<file path="src/design/core_cfg_pkg.sv">
// core configuration
// data/address widths, register file size, reset vector, status bits

package core_cfg_pkg;

    localparam int XLEN     = 32;
    localparam int ADDR_W   = 32;
    localparam int REG_AW   = 5;
    localparam int NUM_REGS = 32;

    // first fetch address out of reset
    localparam logic [ADDR_W-1:0] RESET_PC = '0;

    // pc step per instruction
    localparam logic [ADDR_W-1:0] INST_BYTES = 4;

    // ------------------------------
    // status word layout
    // ------------------------------
    localparam int STAT_W          = 2;
    localparam int STAT_FETCH_WAIT = 0;
    localparam int STAT_FLUSH      = 1;

endpackage

</file>
<file path="src/design/rv32_isa_pkg.sv">
// rv32i subset encodings
// opcodes, funct3/funct7 codes and the instruction word views

package rv32_isa_pkg;

    // ------------------------------
    // major opcodes
    // ------------------------------
    localparam logic [6:0] OPC_LUI    = 7'b0110111;
    localparam logic [6:0] OPC_OP_IMM = 7'b0010011;
    localparam logic [6:0] OPC_OP     = 7'b0110011;
    localparam logic [6:0] OPC_JAL    = 7'b1101111;
    localparam logic [6:0] OPC_BRANCH = 7'b1100011;

    // function codes
    localparam logic [2:0] F3_ADD = 3'b000;
    localparam logic [2:0] F3_XOR = 3'b100;
    localparam logic [2:0] F3_OR  = 3'b110;
    localparam logic [2:0] F3_AND = 3'b111;
    localparam logic [2:0] F3_BEQ = 3'b000;
    localparam logic [2:0] F3_BNE = 3'b001;
    localparam logic [6:0] F7_SUB = 7'b0100000;

    // ------------------------------
    // instruction formats
    // ------------------------------
    typedef struct packed {
        logic [6:0] funct7;
        logic [4:0] rs2;
        logic [4:0] rs1;
        logic [2:0] funct3;
        logic [4:0] rd;
        logic [6:0] opcode;
    } r_type_t;

    typedef struct packed {
        logic [11:0] imm;
        logic [4:0]  rs1;
        logic [2:0]  funct3;
        logic [4:0]  rd;
        logic [6:0]  opcode;
    } i_type_t;

    // branch offset is scattered, bit 0 is implied zero
    typedef struct packed {
        logic       imm12;
        logic [5:0] imm10_5;
        logic [4:0] rs2;
        logic [4:0] rs1;
        logic [2:0] funct3;
        logic [3:0] imm4_1;
        logic       imm11;
        logic [6:0] opcode;
    } b_type_t;

    typedef struct packed {
        logic [19:0] imm31_12;
        logic [4:0]  rd;
        logic [6:0]  opcode;
    } u_type_t;

    typedef struct packed {
        logic       imm20;
        logic [9:0] imm10_1;
        logic       imm11;
        logic [7:0] imm19_12;
        logic [4:0] rd;
        logic [6:0] opcode;
    } j_type_t;

    // one word, five ways to read it
    typedef union packed {
        r_type_t r;
        i_type_t i;
        b_type_t b;
        u_type_t u;
        j_type_t j;
    } inst_u;

endpackage
</file>
<file path="src/design/core_ifs.sv">
// stage interfaces
// reg_rd_if: decode to register file read ports
// dec_exe_if: decode pipeline register to execute

`timescale 1ns/1ps

interface reg_rd_if;
    logic [core_cfg_pkg::REG_AW-1:0] rs1_addr;
    logic [core_cfg_pkg::REG_AW-1:0] rs2_addr;
    logic [core_cfg_pkg::XLEN-1:0]   rs1_data;
    logic [core_cfg_pkg::XLEN-1:0]   rs2_data;

    modport dec (output rs1_addr, output rs2_addr, input rs1_data, input rs2_data);
    modport rf  (input rs1_addr, input rs2_addr, output rs1_data, output rs2_data);
endinterface

interface dec_exe_if;
    logic                            valid;
    logic [core_cfg_pkg::ADDR_W-1:0] pc;
    rv32_isa_pkg::inst_u             inst;
    logic [core_cfg_pkg::XLEN-1:0]   rs1_val;
    logic [core_cfg_pkg::XLEN-1:0]   rs2_val;

    // rd comes out of inst on the execute side
    modport dec (output valid, output pc, output inst, output rs1_val, output rs2_val);
    modport exe (input valid, input pc, input inst, input rs1_val, input rs2_val);
endinterface

</file>
<file path="src/design/rv32i_core.sv">
// rv32i core top level
// fetch, decode, register file and execute, status and debug outputs

`timescale 1ns/1ps

module rv32i_core (
    input  logic                            i_clk,
    input  logic                            i_rst_n,
    input  logic                            i_exec,
    output logic [core_cfg_pkg::STAT_W-1:0] o_stat,
    output logic [core_cfg_pkg::ADDR_W-1:0] o_pc,
    input  logic [core_cfg_pkg::REG_AW-1:0] i_dbg_addr,
    output logic [core_cfg_pkg::XLEN-1:0]   o_dbg_data,
    output logic [core_cfg_pkg::ADDR_W-1:0] o_araddr,
    output logic                            o_arvalid,
    input  logic                            i_arready,
    input  logic [core_cfg_pkg::XLEN-1:0]   i_rdata,
    input  logic                            i_rvalid,
    output logic                            o_rready
);

    logic                            f_valid;
    logic [core_cfg_pkg::ADDR_W-1:0] f_pc;
    logic [core_cfg_pkg::XLEN-1:0]   f_inst;
    logic                            fetch_wait;
    logic                            redirect;
    logic [core_cfg_pkg::ADDR_W-1:0] target;
    logic                            wr_en;
    logic [core_cfg_pkg::REG_AW-1:0] wr_addr;
    logic [core_cfg_pkg::XLEN-1:0]   wr_data;

    reg_rd_if  rd_bus ();
    dec_exe_if ex_bus ();

    // ------------------------------
    // pipeline stages
    // ------------------------------
    inst_fetch u_fetch (
        .i_clk       (i_clk),
        .i_rst_n     (i_rst_n),
        .i_exec      (i_exec),
        .i_redirect  (redirect),
        .i_target    (target),
        .o_araddr    (o_araddr),
        .o_arvalid   (o_arvalid),
        .i_arready   (i_arready),
        .i_rdata     (i_rdata),
        .i_rvalid    (i_rvalid),
        .o_rready    (o_rready),
        .o_f_valid   (f_valid),
        .o_f_pc      (f_pc),
        .o_f_inst    (f_inst),
        .o_fetch_wait(fetch_wait)
    );

    decode u_decode (
        .i_clk    (i_clk),
        .i_rst_n  (i_rst_n),
        .i_flush  (redirect),
        .i_f_valid(f_valid),
        .i_f_pc   (f_pc),
        .i_f_inst (f_inst),
        .rd       (rd_bus.dec),
        .ex       (ex_bus.dec)
    );

    regfile u_regfile (
        .i_clk     (i_clk),
        .i_rst_n   (i_rst_n),
        .i_wr_en   (wr_en),
        .i_wr_addr (wr_addr),
        .i_wr_data (wr_data),
        .i_dbg_addr(i_dbg_addr),
        .rd        (rd_bus.rf),
        .o_dbg_data(o_dbg_data)
    );

    execute u_execute (
        .ex        (ex_bus.exe),
        .o_redirect(redirect),
        .o_target  (target),
        .o_wr_en   (wr_en),
        .o_wr_addr (wr_addr),
        .o_wr_data (wr_data)
    );

    // status and debug
    assign o_stat[core_cfg_pkg::STAT_FETCH_WAIT] = fetch_wait;
    assign o_stat[core_cfg_pkg::STAT_FLUSH]      = redirect;
    // address of the current fetch request
    assign o_pc = o_araddr;

endmodule

</file>
<file path="src/design/execute.sv">
// execute stage
// ALU, branch compare, jump/branch redirect and register write

`timescale 1ns/1ps

module execute (
    dec_exe_if.exe                          ex,
    output logic                            o_redirect,
    output logic [core_cfg_pkg::ADDR_W-1:0] o_target,
    output logic                            o_wr_en,
    output logic [core_cfg_pkg::REG_AW-1:0] o_wr_addr,
    output logic [core_cfg_pkg::XLEN-1:0]   o_wr_data
);

    logic [core_cfg_pkg::XLEN-1:0]   imm_i;
    logic [core_cfg_pkg::XLEN-1:0]   imm_u;
    logic [core_cfg_pkg::ADDR_W-1:0] imm_b;
    logic [core_cfg_pkg::ADDR_W-1:0] imm_j;
    logic                            wr;
    logic                            take;

    // ------------------------------
    // immediates
    // ------------------------------
    assign imm_i = {{20{ex.inst.i.imm[11]}}, ex.inst.i.imm};
    assign imm_u = {ex.inst.u.imm31_12, 12'b0};
    assign imm_b = {{19{ex.inst.b.imm12}}, ex.inst.b.imm12, ex.inst.b.imm11,
                    ex.inst.b.imm10_5, ex.inst.b.imm4_1, 1'b0};
    assign imm_j = {{11{ex.inst.j.imm20}}, ex.inst.j.imm20, ex.inst.j.imm19_12,
                    ex.inst.j.imm11, ex.inst.j.imm10_1, 1'b0};

    // unsupported encodings fall through as no-ops
    always_comb begin
        wr        = 1'b0;
        take      = 1'b0;
        o_target  = ex.pc + imm_b;
        o_wr_data = '0;
        case (ex.inst.r.opcode)
            rv32_isa_pkg::OPC_LUI: begin
                wr        = 1'b1;
                o_wr_data = imm_u;
            end
            rv32_isa_pkg::OPC_OP_IMM: begin
                wr = 1'b1;
                case (ex.inst.i.funct3)
                    rv32_isa_pkg::F3_ADD: o_wr_data = ex.rs1_val + imm_i;
                    rv32_isa_pkg::F3_XOR: o_wr_data = ex.rs1_val ^ imm_i;
                    rv32_isa_pkg::F3_OR:  o_wr_data = ex.rs1_val | imm_i;
                    rv32_isa_pkg::F3_AND: o_wr_data = ex.rs1_val & imm_i;
                    default:              wr = 1'b0;
                endcase
            end
            rv32_isa_pkg::OPC_OP: begin
                wr = 1'b1;
                case (ex.inst.r.funct3)
                    rv32_isa_pkg::F3_ADD: begin
                        if (ex.inst.r.funct7 == rv32_isa_pkg::F7_SUB) begin
                            o_wr_data = ex.rs1_val - ex.rs2_val;
                        end else begin
                            o_wr_data = ex.rs1_val + ex.rs2_val;
                        end
                    end
                    rv32_isa_pkg::F3_XOR: o_wr_data = ex.rs1_val ^ ex.rs2_val;
                    rv32_isa_pkg::F3_OR:  o_wr_data = ex.rs1_val | ex.rs2_val;
                    rv32_isa_pkg::F3_AND: o_wr_data = ex.rs1_val & ex.rs2_val;
                    default:              wr = 1'b0;
                endcase
            end
            rv32_isa_pkg::OPC_JAL: begin
                // link is the return address
                wr        = 1'b1;
                take      = 1'b1;
                o_target  = ex.pc + imm_j;
                o_wr_data = ex.pc + core_cfg_pkg::INST_BYTES;
            end
            rv32_isa_pkg::OPC_BRANCH: begin
                case (ex.inst.b.funct3)
                    rv32_isa_pkg::F3_BEQ: take = (ex.rs1_val == ex.rs2_val);
                    rv32_isa_pkg::F3_BNE: take = (ex.rs1_val != ex.rs2_val);
                    default:              take = 1'b0;
                endcase
            end
            default: begin
                wr = 1'b0;
            end
        endcase
    end

    assign o_redirect = ex.valid & take;
    assign o_wr_addr  = ex.inst.r.rd;
    // x0 writes are dropped here
    assign o_wr_en    = ex.valid & wr & (ex.inst.r.rd != '0);

endmodule

</file>
<file path="src/design/regfile.sv">
// integer register file
// two operand read ports, debug read port, write-through bypass

`timescale 1ns/1ps

module regfile (
    input  logic                            i_clk,
    input  logic                            i_rst_n,
    input  logic                            i_wr_en,
    input  logic [core_cfg_pkg::REG_AW-1:0] i_wr_addr,
    input  logic [core_cfg_pkg::XLEN-1:0]   i_wr_data,
    input  logic [core_cfg_pkg::REG_AW-1:0] i_dbg_addr,
    reg_rd_if.rf                            rd,
    output logic [core_cfg_pkg::XLEN-1:0]   o_dbg_data
);

    // x0 has no storage
    logic [core_cfg_pkg::XLEN-1:0] regs [1:core_cfg_pkg::NUM_REGS-1];

    always_ff @(posedge i_clk or negedge i_rst_n) begin
        if (!i_rst_n) begin
            for (int i = 1; i < core_cfg_pkg::NUM_REGS; i++) begin
                regs[i] <= '0;
            end
        end else if (i_wr_en && (i_wr_addr != '0)) begin
            regs[i_wr_addr] <= i_wr_data;
        end
    end

    // same-cycle write shows up on the read side
    assign rd.rs1_data = (rd.rs1_addr == '0) ? '0 :
                         (i_wr_en && (i_wr_addr == rd.rs1_addr)) ? i_wr_data :
                         regs[rd.rs1_addr];
    assign rd.rs2_data = (rd.rs2_addr == '0) ? '0 :
                         (i_wr_en && (i_wr_addr == rd.rs2_addr)) ? i_wr_data :
                         regs[rd.rs2_addr];
    assign o_dbg_data  = (i_dbg_addr == '0) ? '0 :
                         (i_wr_en && (i_wr_addr == i_dbg_addr)) ? i_wr_data :
                         regs[i_dbg_addr];

endmodule

</file>
<file path="src/design/decode.sv">
// decode stage
// register-read request and the decode/execute pipeline register

`timescale 1ns/1ps

module decode (
    input  logic                            i_clk,
    input  logic                            i_rst_n,
    input  logic                            i_flush,
    input  logic                            i_f_valid,
    input  logic [core_cfg_pkg::ADDR_W-1:0] i_f_pc,
    input  logic [core_cfg_pkg::XLEN-1:0]   i_f_inst,
    reg_rd_if.dec                           rd,
    dec_exe_if.dec                          ex
);

    rv32_isa_pkg::inst_u f_word;

    assign f_word = i_f_inst;

    // ------------------------------
    // register read
    // ------------------------------
    // rs fields sit at the same bits in every format that has them
    assign rd.rs1_addr = f_word.r.rs1;
    assign rd.rs2_addr = f_word.r.rs2;

    // ------------------------------
    // pipeline register
    // ------------------------------
    always_ff @(posedge i_clk or negedge i_rst_n) begin
        if (!i_rst_n) begin
            ex.valid <= 1'b0;
        end else begin
            // a taken branch in execute kills the instruction behind it
            ex.valid <= i_f_valid & ~i_flush;
        end
    end

    always_ff @(posedge i_clk) begin
        if (i_f_valid) begin
            ex.pc      <= i_f_pc;
            ex.inst    <= f_word;
            ex.rs1_val <= rd.rs1_data;
            ex.rs2_val <= rd.rs2_data;
        end
    end

endmodule

</file>
<file path="src/design/inst_fetch.sv">
// instruction fetch
// program counter and a single-outstanding AXI read master

`timescale 1ns/1ps

module inst_fetch (
    input  logic                            i_clk,
    input  logic                            i_rst_n,
    input  logic                            i_exec,
    input  logic                            i_redirect,
    input  logic [core_cfg_pkg::ADDR_W-1:0] i_target,
    output logic [core_cfg_pkg::ADDR_W-1:0] o_araddr,
    output logic                            o_arvalid,
    input  logic                            i_arready,
    input  logic [core_cfg_pkg::XLEN-1:0]   i_rdata,
    input  logic                            i_rvalid,
    output logic                            o_rready,
    output logic                            o_f_valid,
    output logic [core_cfg_pkg::ADDR_W-1:0] o_f_pc,
    output logic [core_cfg_pkg::XLEN-1:0]   o_f_inst,
    output logic                            o_fetch_wait
);

    logic [core_cfg_pkg::ADDR_W-1:0] pc_q;
    logic [core_cfg_pkg::ADDR_W-1:0] pc_nxt;
    logic                            disc_q;
    logic                            ar_hs;
    logic                            r_hs;
    logic                            issue;

    assign ar_hs = o_arvalid & i_arready;
    assign r_hs  = o_rready & i_rvalid;

    // new request once the bus is idle or the last read is just finishing
    assign issue = i_exec & ~o_arvalid & (~o_rready | r_hs);

    // redirect wins, discarded data leaves the pc alone
    always_comb begin
        pc_nxt = pc_q;
        if (i_redirect) begin
            pc_nxt = i_target;
        end else if (r_hs && !disc_q) begin
            pc_nxt = pc_q + core_cfg_pkg::INST_BYTES;
        end
    end

    // ------------------------------
    // request / outstanding state
    // ------------------------------
    always_ff @(posedge i_clk or negedge i_rst_n) begin
        if (!i_rst_n) begin
            pc_q      <= core_cfg_pkg::RESET_PC;
            o_araddr  <= core_cfg_pkg::RESET_PC;
            o_arvalid <= 1'b0;
            o_rready  <= 1'b0;
            disc_q    <= 1'b0;
            o_f_valid <= 1'b0;
        end else begin
            pc_q <= pc_nxt;
            // araddr only moves when no request is pending
            if (issue) begin
                o_arvalid <= 1'b1;
                o_araddr  <= pc_nxt;
            end else if (ar_hs) begin
                o_arvalid <= 1'b0;
            end
            if (ar_hs) begin
                o_rready <= 1'b1;
            end else if (r_hs) begin
                o_rready <= 1'b0;
            end
            // read in flight past a redirect belongs to the old path
            if (i_redirect && (o_arvalid || (o_rready && !i_rvalid))) begin
                disc_q <= 1'b1;
            end else if (r_hs) begin
                disc_q <= 1'b0;
            end
            o_f_valid <= r_hs & ~disc_q & ~i_redirect;
        end
    end

    always_ff @(posedge i_clk) begin
        if (r_hs) begin
            o_f_pc   <= o_araddr;
            o_f_inst <= i_rdata;
        end
    end

    assign o_fetch_wait = o_arvalid | o_rready;

endmodule

</file>
<file path="config.mk">
export PLATFORM = sky130hd
export DESIGN_NAME = rv32i_core
export DESIGN_NICKNAME = d
export VERILOG_FILES = /design/src/design/core_cfg_pkg.sv /design/src/design/rv32_isa_pkg.sv /design/src/design/core_ifs.sv /design/src/design/rv32i_core.sv /design/src/design/execute.sv /design/src/design/regfile.sv /design/src/design/decode.sv /design/src/design/inst_fetch.sv
export SDC_FILE = /design/constraint.sdc
export NUM_CORES = 2
export LEC_CHECK = 0
export ABC_AREA = 0
export BUFFER_PORTS_ARGS = -buffer_cell sky130_fd_sc_hd__buf_4
export CAP_MARGIN = 20
export CORE_ASPECT_RATIO = 2
export CORE_MARGIN = 5
export CORE_UTILIZATION = 58
export DETAILED_ROUTE_END_ITERATION = 12
export PLACE_DENSITY = 0.85
export SLEW_MARGIN = 20
export SYNTH_ARGS = -nofsm -noshare
export SYNTH_HDL_FRONTEND = slang
export SYNTH_SLANG_ARGS = --single-unit
</file>
<file path="constraint.sdc">
create_clock -name i_clk -period 4.3 [get_ports i_clk]
set_input_delay 0.215 -clock i_clk [delete_from_list [all_inputs] [get_ports i_clk]]
set_output_delay 0.215 -clock i_clk [all_outputs]
set_load 0.02 [all_outputs]
</file>
After elaboration in Yosys (flattened, before gate mapping)
Cells that the tools add are included.
- register bits after elaboration: 1253
- output and inout bits: 100
- bits of input ports: 42
- logic and storage cells: 151
- $add $sub $neg: 7
- bitwise logic cells: 26
- magnitude comparators: 5
- reductions and logical operators: 22
- equality and inequality tests: 15
- multiplexer cells: 32
- operators with widths (operator ; number):
    bitwise mux 992 bit ; 1
    binary-select mux 32 bit (select 5 bit) ; 3
    two-way mux 32 bit ; 15
    case mux 32 bit (4 select lines) ; 3
    demux 32 bit (select 5 bit) ; 1
    adder 32 bit ; 4
    adder 32 x 3 -> 32 bit (second input constant) ; 2
    bitwise AND 32 bit ; 2
    OR 32 bit ; 2
    bitwise XOR 32 bit ; 2
    equality test 32 bit ; 1
    inequality test 32 bit ; 1
    subtractor 32 bit ; 1
    >= comparator 6 bit (second input constant) ; 4
    NOT 5 -> 6 bit ; 4
    equality test 7 x 6 -> 1 bit (second input constant) ; 3
    equality test 5 bit ; 3
    zero test 5 bit ; 3
    equality test 7 bit (second input constant) ; 2
    bitwise AND 1 bit ; 10
    equality test 3 bit (second input constant) ; 3
    logical AND 1 bit ; 8
    equality test 7 x 5 -> 1 bit (second input constant) ; 1
    less-than comparator 6 x 1 -> 1 bit (second input constant) ; 1
    other kinds (12) ; 27

Logic depth before layout (Yosys ltp)
- depth in word-level cells: 9
- mapped depth: 20
- gate-level depth less buffers: 17

By module
From an unflattened synthesis, not the netlist that was laid out.
- cell total of the unflattened synthesis: 6617
- area total of the unflattened synthesis: 82245.1 sq um
- by module, submodules not included (module ; seq. area each (sq um) ; cells an instance ; area an instance (sq um) ; instances):
    regfile ; 24823.8 ; 4395 ; 61978.2 ; 1
    execute ; 0.0 ; 1667 ; 10814.1 ; 1
    inst_fetch ; 3623.5 ; 381 ; 5240.0 ; 1
    decode ; 3868.7 ; 140 ; 3957.5 ; 1
    rv32i_core ; 0.0 ; 34 ; 255.2 ; 1

Worst setup path before layout
No wires, ideal clock.
- kind: register to output
- from: register u_decode.ex.inst[31]
- to: output port o_dbg_data[28] (netlist bit)
- buffers on the path: 2
- slack: -0.223 ns
- data arrival time: 4.308 ns
- required time: 4.085 ns
- stages on the path, launching flop included: 15
- cell sequence: edfxtp_1 inv_1 ha_1 clkbuf_1 a21o_1 a21o_1 a21o_1 a2111oi_0 or3_1 mux2i_1 o221a_2 o21ai_0 a211oi_2 clkbuf_1 a21oi_1
- word-level cells in the longest chain between the ends: 6
- elaborated cells between the ends (all ways): 11
- classes of those cells: add/sub (1); eq/ne (1); mux (6); bitwise (3)
- ends and longest elaborated chain (what ; RTL line ; text):
    start, declared ; core_ifs.sv:25 ; modport dec (output valid, output pc, output inst, output rs1_val, output rs2_val);
    start signal, assigned ; decode.sv:43 ; ex.inst <= f_word;
    branches (longest 3 deep; another with adder 32 bit) ; -- ;
    case mux 32 bit (4 select lines) * ; execute.sv:38 ; case (ex.inst.r.opcode)
    two-way mux 32 bit * ; regfile.sv:38 ; (i_wr_en && (i_wr_addr == i_dbg_addr)) ? i_wr_data :
    two-way mux 32 bit * ; regfile.sv:37 ; assign o_dbg_data = (i_dbg_addr == '0) ? '0 :
    end, declared ; rv32i_core.sv:13 ; output logic [core_cfg_pkg::XLEN-1:0] o_dbg_data,
Every way passes the cells marked *.

Worst setup path in the final report
- from: register u_decode.ex.rs1_val[0]
- to: output port o_dbg_data[30] (netlist bit)
- word-level cells in the longest chain between the ends: 6
- elaborated cells between the ends (all ways): 9
- classes of those cells: add/sub (3); mux (6)
- ends and longest elaborated chain (what ; RTL line ; text):
    start, declared ; core_ifs.sv:25 ;
    start signal, assigned ; decode.sv:44 ; ex.rs1_val <= rd.rs1_data;
    adder 32 bit or subtractor 32 bit (tied branches) ; execute.sv:60, execute.sv:58 ;
    two-way mux 32 bit ; execute.sv:57 ; if (ex.inst.r.funct7 == rv32_isa_pkg::F7_SUB) begin
    case mux 32 bit (4 select lines) ; execute.sv:55 ; case (ex.inst.r.funct3)
    case mux 32 bit (4 select lines) * ; execute.sv:38 ;
    two-way mux 32 bit * ; regfile.sv:38 ;
    two-way mux 32 bit * ; regfile.sv:37 ;
Mark *: on every way between the ends. The rest lies on a longest branch, timed or not.

==> flow_summary_export.csv <==
group,metric,value,unit
clocking,cts_sinks,1253,
global_routing,grt_max_degree,148,
clocking,clk_pin_slew,70,ps
status,violations,"setup timing",
synthesis,ys_types,92,
placed_design,port_buffers,141,
synthesis,yosysSeqAreaShare,0.406,
global_routing,grtUsageTotal,0.437,
sta,rsz0062_at_grt,"yes",
sta,max_freq,0.211,GHz
sta,period_minus_slack,4740,ps
worst_setup_path,critical_path_class,"reg -> out",
placed_design,pre_cts_slack,-28.4,ps
synthesis,synth-edff-count,192,
floorplanning,core_area,137000,um^2
power_and_ir_drop,peakVddDrop,0.391,mV
clocking,cts_buffer_depth,3,
synthesis,netlist_top_cells_count,"1,061 x dfrtp_1, 843 x mux4_2, 834 x nor2_1, 799 x a21oi_1, 613 x nand2_1",
routing,postRouteAntennaNets,0,
flow_run,drv_cap,0,
global_routing,grt_pass1_wl,470000,um
floorplanning,die_area,145000,um^2
synthesis,netlist_area,79700,um^2
routing,routedWlPerCell,34.7,um
clocking,root_buffer,"clkbuf_16",
floorplanning,ios,142,
routing,vias,70700,
synthesis,synthArstFlopShare,0.847,
worst_setup_path,end_kind,"output port",
synthesis,yosys_warnings,0,
synthesis,synthFlopType,"dfrtp_1",
sta,relSlewSlack,0.217,
worst_setup_path,cp.arrival,4530,ps
status,status,"finished, violations left",
worst_setup_path,worst-path-max-fanout,2,
global_routing,antenna_found_initial,14,
synthesis,synth_top_area_cell,"dfrtp_1",
sta,maxSlewViolCount,0,
worst_setup_path,critical_path_required,4090,ps
routing,drt_iter0_drc,11300,
global_routing,grt_pass1_vias,73400,
worst_setup_path,critPathLaunchType,"flop",
power_and_ir_drop,internal_power,20.3,mW
routing,wl,322000,um
clocking,cts_buffers,108,
placed_design,finalWeightedCongestion,1.04,
clocking,cts_tree,"done",
global_routing,grt.overflow.total,0,
sta,hold_viol_final,0,
power_and_ir_drop,power_leakage,38.2,nW
synthesis,synthCells,7153,
clocking,worst_skew_pair.late_latency,780,ps
sta,worstMarginPinSlew,1160,ps
floorplanning,die_y,534,um
layout,syn2layout_area_growth,15.7,%
floorplanning,num_rows,192,
synthesis,synth_nets,7397,
floorplanning,start_util,0.583,
power_and_ir_drop,power_switching_share,0.300,
routing,viasPerCell,7.63,
power_and_ir_drop,combPwrFrac,0.188,
synthesis,yosysTopAreaCellShare,0.333,
sta,finalSetupViolations,19,
sta,setup_ws,-442,ps
placed_design,placed_cells,8934,
routing,drc,0,
routing,drtPass1Iterations,9,
layout,fin_nets,7663,
synthesis,synth.area.top_cells,"dfrtp_1 33%, mux4_2 24%, edfxtp_1 7.2%",
synthesis,yosysMostFrequentCell,"dfrtp_1",
power_and_ir_drop,clockPowerShare,0.371,
synthesis,avgSynthCellArea,11.1,um^2
power_and_ir_drop,power_switching,8.70,mW
sta,skew,91.3,ps
sta,min_period_over_period,1.10,
worst_hold_path,hold_path_class,"in -> async",
layout,final_layout_size_suffix_gt1_frac,0.309,
clocking,htree_num_levels,3,
synthesis,ys_seq_elements,1253,
power_and_ir_drop,seq_power_share,0.442,
placed_design,dpl_cell_area,85800,um^2
layout,design_area,92200,um^2
layout,stdcell_count,9269,
power_and_ir_drop,p_per_area,315,nW/um^2
floorplanning,die_w,272,um
placed_design,dp_hpwl,214000,um
==> path summary, 6_finish.rpt <==
| check | startpoint | to | slack [ps] | cells past startpoint |
|---|---|---|---|---|
| worst max-delay path | u_decode.ex.rs1_val[0] | o_dbg_data[30] | -440 | 17 |
| worst max register to register | u_decode.ex.rs1_val[0] | u_regfile.regs[318] | 60 | 19 |
| max in group asynchronous | i_rst_n | u_regfile.regs[401] | 2900 | 4 |
| min in group i_clk | i_rdata[5] | u_fetch.o_f_inst[5] | 190 | 2 |
| worst min register to register | u_fetch.o_f_pc[13] | u_decode.ex.pc[13] | 420 | 0 |
| worst min-delay path | i_rst_n | u_regfile.regs[449] | 40 | 2 |
==> through the flow <==
step / total power, mW / util / hold slack, ps / TNS, ps
after floorplan: 15.8 / - / -80.6 / -4720
after global placement: 17.8 / 0.628 / 289 / 0
after detailed placement: 17.9 / 0.628 / 295 / -28.4
after CTS: 28.7 / 0.668 / 127 / -4490
after global routing: 29.7 / 0.674 / 152 / -5760
final: 29.0 / 0.675 / 41.9 / -4820
==> state kept, by name (all words and copies together), names as in the netlist <==
register             flops
u_decode.ex.inst        32
u_decode.ex.pc          32
u_decode.ex.rs1_val     32
u_decode.ex.rs2_val     32
u_decode.ex.valid        1
u_fetch.disc_q           1
u_fetch.o_araddr        32
u_fetch.o_arvalid        1
u_fetch.o_f_inst        32
u_fetch.o_f_pc          32
u_fetch.o_f_valid        1
u_fetch.o_rready         1
u_fetch.pc_q            32
u_regfile.regs         992
==> placed cells by master, fill, tap and decap left out, drive strengths merged, types with 23 or more instances in the layout <==
cell and count:
nand4 29, buf 797, ha 198, nand3 67
o211ai 36, nor2b 23, dlygate4sd3 37, xnor2 71
o21ai 595, edfxtp 192, a211oi 34, clkbuf 151
a21o 54, inv 151, mux4 843, clkinv 24
nand2 613, xor2 63, nor4 23, nor2 857
a221oi 50, mux2 181, a22o 72, nand2b 32
mux2i 60, a21oi 831, nor3 50, and3 26
dfrtp 1061
==> per-layer routing <==
metal,global-route usage,up-vias,wire [um]
met1,0.441,33900,88700
li1,-,27300,-
met5,0,-,42
met4,0.449,6,45500
met2,0.684,6814,147000
met3,0.147,2745,40800
==> repair_timing <==
action	in CTS	in global routing
setup buffers	58	31
hold buffers	37	0
hold endpoints to repair	112	0
cloned	1	1
gates resized for setup	191	118
endpoints found under the setup margin	56	124
pin swaps	85	70
==> worst max-delay path, cell delays in order (launching register included) <==
cell and delay (ps):
edfxtp_1 410, inv_2 100, ha_4 140, inv_2 30, fa_2 340, nor3b_4 170, o31ai_4 350, a31oi_1 150
buf_4 180, or4_4 530, a21oi_4 140, nor3_2 60, a2111oi_2 310, buf_4 190, xor2_4 170, a21oi_4 120
a21oi_2 190, buf_6 180
==> cell type report <==
type | instances | area, um^2
antenna | 11 | 27.5
clock inverter | 53 | 674
tap | 1746 | 2180
inverter | 142 | 537
fill | 8996 | 44500
timing repair buffer | 835 | 7750
sequential | 1253 | 32300
multi-input combinational | 5078 | 45600
timing repair inverter | 1 | 7.51
clock buffer | 150 | 3140
==> power groups by stage <==
stage / sequential, mW / clock [mW] / combinational (mW)
floorplan: 13.0 / 0 / 2.77
CTS: 12.8 / 10.7 / 5.13
finish: 12.8 / 10.8 / 5.45
global placement: 13.0 / 0 / 4.78
global route: 12.8 / 11.2 / 5.67
detailed placement: 13.0 / 0 / 4.85
==> cell families after synthesis <==
group                      after synthesis  synth area share
xor gates and xnor gates               134            0.0147
buffers and inverters                  822            0.0441
muxes                                 1084             0.271
and+or+nand+nor                       1792            0.0945
adders and majority gates              202            0.0321
AOI/OAI and AO/OA                     1866             0.138
DFF                                   1253             0.406
Note: power is estimated with default switching activity, not from simulation.
